**src/hw/ghost_paths.hex**
```
// One 11 bit path word per line, x in bits 10..6, y in bits 5..2, bits 1..0 reserved
0C0
080
044
000
004
008
004
044
084
0C4
0C8
108
104
144
140
100
514
554
594
5D7
614
618
61C
5DC
59C
55C
51C
518
2AC
2EC
32C
36C
3AC
3AA
368
328
2E8
2A8

```
**src/hw/maze.hex**
```
// One maze row per line, 29 wall bits, bit n is block column n
1FFFFFFF
10000001
1ADB5B6B
12400481
16DB6DB5
10410041
177E3F77
10041001
16DB6DB5
12400481
1ADB5B6B
10000001
1FFFFFFF

```
**src/hw/game_pkg.sv**
```systemverilog
// Board and framebuffer constants, coordinate and color types, direction codes, path word union
`default_nettype none

package game_pkg;

    // Maze geometry in blocks
    localparam int board_w = 29;
    localparam int board_h = 13;
    localparam int block_px = 5;                  // Pixels per block side

    // Framebuffer
    localparam int fb_w = 160;                    // Row pitch in pixels
    localparam int fb_addr_w = 15;
    localparam int color_w = 12;
    localparam int render_writes = board_w * board_h * block_px * block_px;

    // Ghost path ROM
    localparam int path_words = 38;
    localparam int num_ghosts = 3;

    typedef logic [4:0] coord_x_t;                // Board column 0..28
    typedef logic [3:0] coord_y_t;                // Board row 0..12
    typedef logic [2:0] dir_t;
    typedef logic [fb_addr_w-1:0] fb_addr_t;
    typedef logic [color_w-1:0] color_t;

    localparam coord_x_t player_start_x = 5'd1;
    localparam coord_y_t player_start_y = 4'd1;

    // Direction codes, anything else holds position
    localparam dir_t dir_up = 3'd1;
    localparam dir_t dir_left = 3'd2;
    localparam dir_t dir_down = 3'd3;
    localparam dir_t dir_right = 3'd4;

    localparam color_t wall_color = '1;
    localparam color_t floor_color = '0;

    // Frame sequencer state codes
    localparam int seq_state_w = 3;
    localparam logic [seq_state_w-1:0] st_idle = 3'd0;
    localparam logic [seq_state_w-1:0] st_move = 3'd1;
    localparam logic [seq_state_w-1:0] st_step = 3'd2;
    localparam logic [seq_state_w-1:0] st_wait = 3'd3;   // ROM read latency
    localparam logic [seq_state_w-1:0] st_check = 3'd4;
    localparam logic [seq_state_w-1:0] st_render = 3'd5;

    // One path ROM entry, raw or split into cell fields
    typedef union packed {
        logic [10:0] raw;
        struct packed {
            coord_x_t x;                          // Bits 10..6
            coord_y_t y;                          // Bits 5..2
            logic [1:0] rsvd;                     // Unused
        } f;
    } path_word_u;

endpackage

`default_nettype wire

```
**src/hw/collision_checker.sv**
```systemverilog
// Registered test of the player cell against every ghost cell
`timescale 1ns/10ps
`default_nettype none

module collision_checker (
    input logic clock,
    input logic resetn,
    input logic check_en,
    input game_pkg::coord_x_t player_x,
    input game_pkg::coord_y_t player_y,
    input game_pkg::coord_x_t ghost_x [game_pkg::num_ghosts],
    input game_pkg::coord_y_t ghost_y [game_pkg::num_ghosts],
    output logic collided
);

    logic any_hit;

    // Same cell on both axes for any ghost
    always_comb begin
        any_hit = 1'b0;
        for (int g = 0; g < game_pkg::num_ghosts; g++) begin
            if ((ghost_x[g] == player_x) && (ghost_y[g] == player_y)) begin
                any_hit = 1'b1;
            end
        end
    end

    always_ff @(posedge clock or negedge resetn) begin
        if (!resetn) begin
            collided <= 1'b0;
        end else if (check_en) begin
            collided <= any_hit;                  // Held until next frame's check
        end
    end

endmodule

`default_nettype wire

```
**src/hw/frame_sequencer.sv**
```systemverilog
// Frame control FSM producing move, step, check and render phases plus busy and done
`timescale 1ns/10ps
`default_nettype none

module frame_sequencer (
    input logic clock,
    input logic resetn,
    input logic start,
    input logic render_done,
    output logic move_en,
    output logic step_en,
    output logic check_en,
    output logic render_en,
    output logic busy,
    output logic done
);

    logic [game_pkg::seq_state_w-1:0] state;

    always_ff @(posedge clock or negedge resetn) begin
        if (!resetn) begin
            state <= game_pkg::st_idle;
            done <= 1'b0;
        end else begin
            done <= 1'b0;                         // Single cycle pulse
            case (state)
                game_pkg::st_idle: begin
                    if (start) begin
                        state <= game_pkg::st_move;
                    end
                end
                game_pkg::st_move: state <= game_pkg::st_step;
                game_pkg::st_step: state <= game_pkg::st_wait;
                game_pkg::st_wait: state <= game_pkg::st_check;   // Let ghost ROM settle
                game_pkg::st_check: state <= game_pkg::st_render;
                game_pkg::st_render: begin
                    // Renderer flags its last write, frame ends here
                    if (render_done) begin
                        state <= game_pkg::st_idle;
                        done <= 1'b1;
                    end
                end
                default: state <= game_pkg::st_idle;
            endcase
        end
    end

    // Phase strobes decoded from state
    assign move_en = (state == game_pkg::st_move);
    assign step_en = (state == game_pkg::st_step);
    assign check_en = (state == game_pkg::st_check);
    assign render_en = (state == game_pkg::st_render);
    assign busy = (state != game_pkg::st_idle);   // Low again when done fires

    // Done is strictly a pulse, frames cannot chain back to back
    a_done_pulse: assert property (@(posedge clock) disable iff (!resetn)
        done |=> !done);

    // A new move never starts straight out of rendering
    a_move_not_render: assert property (@(posedge clock) disable iff (!resetn)
        move_en |-> !$past(render_en));

endmodule

`default_nettype wire

```
**src/hw/game_top.sv**
```systemverilog
// Top level joining sequencer, player mover, three ghost walkers, collision checker, renderer
`timescale 1ns/10ps
`default_nettype none

module game_top (
    input logic clock,
    input logic resetn,
    input logic start,
    input game_pkg::dir_t direction,
    output logic busy,
    output logic done,
    output game_pkg::coord_x_t player_x,
    output game_pkg::coord_y_t player_y,
    output game_pkg::coord_x_t ghost_x [game_pkg::num_ghosts],
    output game_pkg::coord_y_t ghost_y [game_pkg::num_ghosts],
    output logic collided,
    output logic fb_wren,
    output game_pkg::fb_addr_t fb_addr,
    output game_pkg::color_t fb_data
);

    // Phase strobes
    logic move_en, step_en, check_en, render_en;
    logic render_done;

    frame_sequencer frame_sequencer_i (
        .clock(clock),
        .resetn(resetn),
        .start(start),
        .render_done(render_done),
        .move_en(move_en),
        .step_en(step_en),
        .check_en(check_en),
        .render_en(render_en),
        .busy(busy),
        .done(done)
    );

    player_mover player_mover_i (
        .clock(clock),
        .resetn(resetn),
        .move_en(move_en),
        .direction(direction),
        .player_x(player_x),
        .player_y(player_y)
    );

    // Path slices 0..15, 16..27, 28..37
    ghost_path_walker #(.path_base(0), .path_len(16)) ghost_path_walker_0_i (
        .clock(clock),
        .resetn(resetn),
        .step_en(step_en),
        .ghost_x(ghost_x[0]),
        .ghost_y(ghost_y[0])
    );

    ghost_path_walker #(.path_base(16), .path_len(12)) ghost_path_walker_1_i (
        .clock(clock),
        .resetn(resetn),
        .step_en(step_en),
        .ghost_x(ghost_x[1]),
        .ghost_y(ghost_y[1])
    );

    ghost_path_walker #(.path_base(28), .path_len(10)) ghost_path_walker_2_i (
        .clock(clock),
        .resetn(resetn),
        .step_en(step_en),
        .ghost_x(ghost_x[2]),
        .ghost_y(ghost_y[2])
    );

    collision_checker collision_checker_i (
        .clock(clock),
        .resetn(resetn),
        .check_en(check_en),
        .player_x(player_x),
        .player_y(player_y),
        .ghost_x(ghost_x),
        .ghost_y(ghost_y),
        .collided(collided)
    );

    maze_renderer maze_renderer_i (
        .clock(clock),
        .resetn(resetn),
        .render_en(render_en),
        .render_done(render_done),
        .fb_wren(fb_wren),
        .fb_addr(fb_addr),
        .fb_data(fb_data)
    );

endmodule

`default_nettype wire

```
**src/hw/ghost_path_walker.sv**
```systemverilog
// One ghost stepping along its looping path held in the shared path ROM
`timescale 1ns/10ps
`default_nettype none

module ghost_path_walker #(
    parameter int path_base = 0,                  // First ROM entry of this path
    parameter int path_len = 16                   // Steps before wrapping
) (
    input logic clock,
    input logic resetn,
    input logic step_en,
    output game_pkg::coord_x_t ghost_x,
    output game_pkg::coord_y_t ghost_y
);

    logic [$clog2(path_len)-1:0] idx;             // Position along the path
    logic [$clog2(game_pkg::path_words)-1:0] rom_addr;
    logic [10:0] rom [game_pkg::path_words];
    game_pkg::path_word_u word;                   // Registered ROM output

    // Whole path file, only this ghost's slice is addressed
    initial begin
        $readmemh("/design/src/hw/ghost_paths.hex", rom);
    end

    always_ff @(posedge clock or negedge resetn) begin
        if (!resetn) begin
            idx <= '0;
        end else if (step_en) begin
            if (idx == $bits(idx)'(path_len - 1)) begin
                idx <= '0;                        // Loop back to start of path
            end else begin
                idx <= idx + 1'b1;
            end
        end
    end

    assign rom_addr = $bits(rom_addr)'(path_base) + $bits(rom_addr)'(idx);

    // Sync ROM read, new cell shows one clock after the step
    always_ff @(posedge clock) begin
        word.raw <= rom[rom_addr];
    end

    assign ghost_x = word.f.x;
    assign ghost_y = word.f.y;

    // Index never runs off the end of its slice
    a_idx_range: assert property (@(posedge clock) disable iff (!resetn)
        idx < path_len);

endmodule

`default_nettype wire

```
**src/hw/maze_renderer.sv**
```systemverilog
// Maze ROM and block and pixel counters streaming the maze into the framebuffer
`timescale 1ns/10ps
`default_nettype none

module maze_renderer (
    input logic clock,
    input logic resetn,
    input logic render_en,
    output logic render_done,
    output logic fb_wren,
    output game_pkg::fb_addr_t fb_addr,
    output game_pkg::color_t fb_data
);

    logic [game_pkg::board_w-1:0] maze [game_pkg::board_h];   // One wall bit per block

    logic [2:0] dx, dy;                           // Pixel within block
    logic [4:0] dx_block;                         // Block column
    logic [3:0] dy_block;                         // Block row
    logic [13:0] write_cnt;                       // Writes so far this frame
    logic last_px;
    logic active;
    logic [6:0] pix_y;
    logic [7:0] pix_x;

    initial begin
        $readmemh("/design/src/hw/maze.hex", maze);
    end

    assign active = render_en && !render_done;    // Stop after the final write
    assign last_px = (write_cnt == 14'(game_pkg::render_writes - 1));

    // Framebuffer pixel coordinates of the current write
    assign pix_y = 7'(dy_block * game_pkg::block_px + dy);
    assign pix_x = 8'(dx_block * game_pkg::block_px + dx);

    always_ff @(posedge clock or negedge resetn) begin
        if (!resetn) begin
            dx <= '0;
            dy <= '0;
            dx_block <= '0;
            dy_block <= '0;
            write_cnt <= '0;
            fb_wren <= 1'b0;
            render_done <= 1'b0;
        end else if (active) begin
            fb_wren <= 1'b1;
            render_done <= last_px;               // Flagged alongside the last write
            write_cnt <= last_px ? '0 : write_cnt + 1'b1;
            // Pixel column innermost, then block column, pixel row, block row
            if (dx == 3'(game_pkg::block_px - 1)) begin
                dx <= '0;
                if (dx_block == 5'(game_pkg::board_w - 1)) begin
                    dx_block <= '0;
                    if (dy == 3'(game_pkg::block_px - 1)) begin
                        dy <= '0;
                        if (dy_block == 4'(game_pkg::board_h - 1)) begin
                            dy_block <= '0;       // Frame complete, rewind
                        end else begin
                            dy_block <= dy_block + 1'b1;
                        end
                    end else begin
                        dy <= dy + 1'b1;
                    end
                end else begin
                    dx_block <= dx_block + 1'b1;
                end
            end else begin
                dx <= dx + 1'b1;
            end
        end else begin
            fb_wren <= 1'b0;
            render_done <= 1'b0;
        end
    end

    // Write payload, qualified by fb_wren
    always_ff @(posedge clock) begin
        if (active) begin
            fb_addr <= game_pkg::fb_addr_t'(pix_y * game_pkg::fb_w + pix_x);
            fb_data <= maze[dy_block][dx_block] ? game_pkg::wall_color
                                                : game_pkg::floor_color;
        end
    end

    // Writes stay inside the 65 rows the maze covers
    a_addr_range: assert property (@(posedge clock) disable iff (!resetn)
        fb_wren |-> fb_addr < game_pkg::fb_w * game_pkg::board_h * game_pkg::block_px);

endmodule

`default_nettype wire

```
**src/hw/player_mover.sv**
```systemverilog
// Player position register stepped by direction code with board edge clamping
`timescale 1ns/10ps
`default_nettype none

module player_mover (
    input logic clock,
    input logic resetn,
    input logic move_en,
    input game_pkg::dir_t direction,
    output game_pkg::coord_x_t player_x,
    output game_pkg::coord_y_t player_y
);

    // Edge tests for the clamp
    logic at_top, at_left, at_bottom, at_right;

    assign at_top = (player_y == '0);
    assign at_left = (player_x == '0);
    assign at_bottom = (player_y == game_pkg::coord_y_t'(game_pkg::board_h - 1));
    assign at_right = (player_x == game_pkg::coord_x_t'(game_pkg::board_w - 1));

    always_ff @(posedge clock or negedge resetn) begin
        if (!resetn) begin
            player_x <= game_pkg::player_start_x;
            player_y <= game_pkg::player_start_y;
        end else if (move_en) begin
            // Direction sampled on the move strobe
            case (direction)
                game_pkg::dir_up: begin
                    if (!at_top) player_y <= player_y - 1'b1;
                end
                game_pkg::dir_left: begin
                    if (!at_left) player_x <= player_x - 1'b1;
                end
                game_pkg::dir_down: begin
                    if (!at_bottom) player_y <= player_y + 1'b1;
                end
                game_pkg::dir_right: begin
                    if (!at_right) player_x <= player_x + 1'b1;
                end
                default: ;                        // Unknown code, stay put
            endcase
        end
    end

    // Player can never leave the maze
    a_on_board: assert property (@(posedge clock) disable iff (!resetn)
        (player_x < game_pkg::board_w) && (player_y < game_pkg::board_h));

endmodule

`default_nettype wire

```
**config.mk**
```make
export PLATFORM = sky130hd
export DESIGN_NAME = game_top
export DESIGN_NICKNAME = d
export VERILOG_FILES = /design/src/hw/game_pkg.sv /design/src/hw/collision_checker.sv /design/src/hw/frame_sequencer.sv /design/src/hw/game_top.sv /design/src/hw/ghost_path_walker.sv /design/src/hw/maze_renderer.sv /design/src/hw/player_mover.sv
export SDC_FILE = /design/constraint.sdc
export NUM_CORES = 1
export LEC_CHECK = 0
export ABC_AREA = 1
export BUFFER_PORTS_ARGS = -buffer_cell sky130_fd_sc_hd__buf_2
export CORE_MARGIN = 2
export CORE_UTILIZATION = 55
export DETAILED_ROUTE_END_ITERATION = 8
export MAX_ROUTING_LAYER = met4
export PLACE_DENSITY_LB_ADDON = 0.25
export SLEW_MARGIN = 30
export SYNTH_ARGS = -nofsm -noshare
export SYNTH_HDL_FRONTEND = slang
export SYNTH_SLANG_ARGS = --single-unit
```
**constraint.sdc**
```tcl
create_clock -name clock -period 6.57 [get_ports clock]
set_input_delay 0.657 -clock clock [delete_from_list [all_inputs] [get_ports clock]]
set_output_delay 0.657 -clock clock [all_outputs]
set_load 0.02 [all_outputs]
```
==> results.py <==
metrics = {
    "outcome": {
        "status": "complete, no violations",
    },
    "logic_synthesis": {
        "syn_area_sq_um": 4660,
        "synthAdderAreaFrac_pct": 16.8,
        "synth_top_family_by_area": "simple AND/OR/NAND/NOR gates",
        "synth_warnings": 0,
        "yosys.area_share.simple_pct": 25.4,
        "synth_xor_area_share_pct": 4.89,
        "synth_cells": 584,
        "muxShareOfSynthArea_pct": 0,
        "ys_seq_area_share_pct": 33.9,
        "avgSynthCellArea_sq_um": 7.98,
        "synth_cell_type_count": 35,
        "synth-compound-area-share_pct": 5.26,
        "synth-seq-cells": 60,
    },
    "place": {
        "pre_cts_ws_ns": 2.81,
        "dpl.hpwl_microns": 6500,
        "gp_congestion": 0.894,
        "io_buffers": 33,
        "dpl_cell_area_sq_um": 4770,
    },
    "timing": {
        "worstMarginPinSlew_ns": 0.914,
        "fin_crit_sh_pct": 56.7,
        "finalCriticalPeriod_ns": 3.72,
        "drv_slew": 0,
        "hold_violations": 0,
        "maxSlewHeadroom_pct": 38.9,
        "tns_ns": 0,
        "max_freq_ghz": 0.269,
        "setup_viol": 0,
        "rsz0062_at_grt": "false",
        "skew_ns": 0.0100,
        "setup_ws_ns": 2.85,
    },
    "cells_and_area": {
        "ff_latch_area_sq_um": 1580,
        "drive_gt1_share_pct": 9.89,
        "num-nets-final": 687,
        "antennaDiodeCount": 0,
        "syn_to_final_growth_pct": 7.25,
        "fill_cells": 739,
        "postLayoutCoreUtil_pct": 60.8,
        "multi_input_area_sq_um": 2590,
        "final_cell_area_sq_um": 5000,
    },
    "critical_path": {
        "end_kind": "flop",
        "crit_type": "reg2reg",
        "cp_max_fo": 6,
        "reg2reg_depth": 17,
        "start_kind": "flop",
        "cp.required_ns": 6.67,
        "crit_arrival_ns": 3.82,
    },
    "clock_network": {
        "clk_pin_slew_ns": 0.07,
        "cts_max_path_buffers": 2,
        "cts_tree": "yes",
        "cts_sinks": 60,
        "insertion_delay_ns": 0.34,
        "postCtsSetupRepairBufs": 0,
        "h-tree-depth": 3,
        "clock-root-buffer": "clkbuf_8",
        "cts_resized": 0,
        "cts-hold-fix-buffers": 0,
        "numCtsBuffers": 9,
    },
    "power_and_ir_drop": {
        "p_int_w": 0.000830,
        "ir_worst_vdd_uv": 242,
        "power_density_nw_per_um2": 268,
        "combPwrFrac_pct": 32.8,
        "power_switching_share_pct": 38.1,
        "switching_power_w": 0.000512,
        "p_seq_share_pct": 40.0,
        "p_clk_share_pct": 27.2,
        "leakagePower_nw": 2.69,
    },
    "flow_run": {
        "drv_cap": 0,
    },
    "global_route": {
        "grt_pass1_vias": 3414,
        "grt_pass1_wl_microns": 14300,
        "grtUsageTotal_pct": 20.2,
        "grt_max_degree": 46,
        "antenna_found_initial": 0,
        "grt-ovfl-total": 0,
    },
    "floorplanning": {
        "start_util_pct": 56.7,
        "core-area_sq_um": 8220,
        "die_area_sq_um": 9220,
        "fp.dieH_microns": 96.0,
        "rows": 33,
        "ios": 73,
        "fp.dieW_microns": 96.0,
    },
    "routing": {
        "route.detailed.drc": 0,
        "vias": 3664,
        "ant_nets": 0,
        "drt_iter0_markers": 173,
        "avgViaCountPerCell": 5.01,
        "drt-total-wl_microns": 8500,
        "routedWlPerCell_microns": 11.6,
        "drt_first_pass_iters": 6,
    },
    "min_path": {
        "min_path_type": "in2async",
    },
}
## through the flow
step / instances / power, W / hold WS (ns)
2_1_floorplan: 622 / 0.000881 / 0.361
4_1_cts: 732 / 0.00136 / 0.325
5_1_grt: 732 / 0.00144 / 0.367
6_report: 732 / 0.00134 / 0.313
3_3_place_gp: 716 / 0.000962 / 0.447
3_5_place_dp: 716 / 0.000983 / 0.450
## cells in the mapped netlist, drive strengths merged
master    n  area, sq um
conb      1         3.75
xor2     20          175
o21ai    27          135
a31o      1         8.76
or2       1         6.26
dfrtp    43         1080
nor3b     1         7.51
fa        6          120
nand3    57          300
nor2     49          209
a21o      2         15.0
ha       53          663
a21oi    12         63.8
a31oi     1         6.26
edfxtp   15          450
nand3b    3         22.5
nand4    13         87.6
inv      82          308
nor4      1         6.26
o21bai    1         7.51
a41oi     1         8.76
dfstp     2         52.6
xnor2     6         52.6
buf      44          327
nor3      8         40.0
nand2   134          505
## critical path, stage by stage (launching register included)
cell and delay, ns:
dfrtp_1 0.45, ha_1 0.30, ha_1 0.29, inv_1 0.06
fa_1 0.46, xnor2_1 0.23, ha_1 0.27, ha_1 0.23
inv_1 0.08, fa_1 0.43, nor2_1 0.16, nand3_1 0.09
nor2_1 0.15, nand2_1 0.09, inv_1 0.08, nand2_1 0.05
nand2_1 0.05, nand2_1 0.04
## power by group through the flow
| stage | Sequential, W | Combinational, W | Clock [W] |
|---|---|---|---|
| after floorplan | 0.000571 | 0.000310 | 0 |
| final | 0.000536 | 0.000439 | 0.000366 |
| after CTS | 0.000537 | 0.000445 | 0.000377 |
| after global placement | 0.000539 | 0.000424 | 0 |
| after detailed placement | 0.000543 | 0.000440 | 0 |
| after global routing | 0.000548 | 0.000499 | 0.000394 |
## path summary, 6_finish.rpt
path	end	startpoint	slack [ns]
setup / recovery	maze_renderer_i.fb_addr[13]	maze_renderer_i.dy_block[2]	2.85
hold / removal	maze_renderer_i.write_cnt[11]	resetn	0.31
setup reg to reg	maze_renderer_i.fb_addr[13]	maze_renderer_i.dy_block[2]	2.85
hold reg to reg	collision_checker_i.collided	collision_checker_i.collided	0.47
max in group asynchronous	player_mover_i.player_x[2]	resetn	5.85
min in group clock	collision_checker_i.collided	collision_checker_i.collided	0.47
## per-layer routing
| metal | part of all wire (%) | vias to the layer above | global-route usage, % | wire length (microns) |
|---|---|---|---|---|
| met5 | 0 | - | - | 0 |
| met4 | 1.3 | 0 | 7.98 | 108 |
| met3 | 3.8 | 9 | 4.39 | 321 |
| met2 | 50 | 71 | 32.8 | 4240 |
| met1 | 45 | 1696 | 24.7 | 3830 |
| li1 | - | 1888 | - | - |
## cell families (layout without fill, tap and decap cells)
kind of cell             Yosys count  in the layout
flip-flops                        60             60
AO/OA/AOI/OAI                     45             45
XOR/XNOR                          26             26
buffers and inverters            126            131
other                              1             39
adder cells (fa/ha/maj)           59             59
AND/OR/NAND/NOR                  267            267
## flip-flops by register name, indices dropped and copies added, names as in the netlist, 3 cells and up
| name | flops |
|---|---|
| maze_renderer_i.fb_addr | 15 |
| maze_renderer_i.dx | 3 |
| frame_sequencer_i.state | 3 |
| player_mover_i.player_x | 5 |
| maze_renderer_i.dy_block | 4 |
| maze_renderer_i.dx_block | 5 |
| maze_renderer_i.write_cnt | 14 |
| player_mover_i.player_y | 4 |
| maze_renderer_i.dy | 3 |
## cells in the final DEF, fill, tap and decap left out, drive strengths merged, types with 2 or more instances in the layout
| master | instances |
|---|---|
| inv | 82 |
| dfstp | 2 |
| buf | 33 |
| fa | 6 |
| clkbuf | 13 |
| nor3 | 8 |
| xor2 | 20 |
| o21ai | 27 |
| a21o | 2 |
| edfxtp | 15 |
| nand2 | 134 |
| ha | 53 |
| nand3b | 3 |
| nor2 | 49 |
| nand4 | 13 |
| xnor2 | 6 |
| dfrtp | 43 |
| nand3 | 57 |
| conb | 39 |
| a21oi | 12 |
## area by class of cell
class	count	area share [%]
sequential	60	31.6
clock inverter	3	0.851
inverter	82	6.16
tap	105	2.63
clock buffer	13	3.61
multi-input combinational	436	51.8
timing repair buffer	33	3.36
Note: power is estimated with default switching activity, not from simulation.
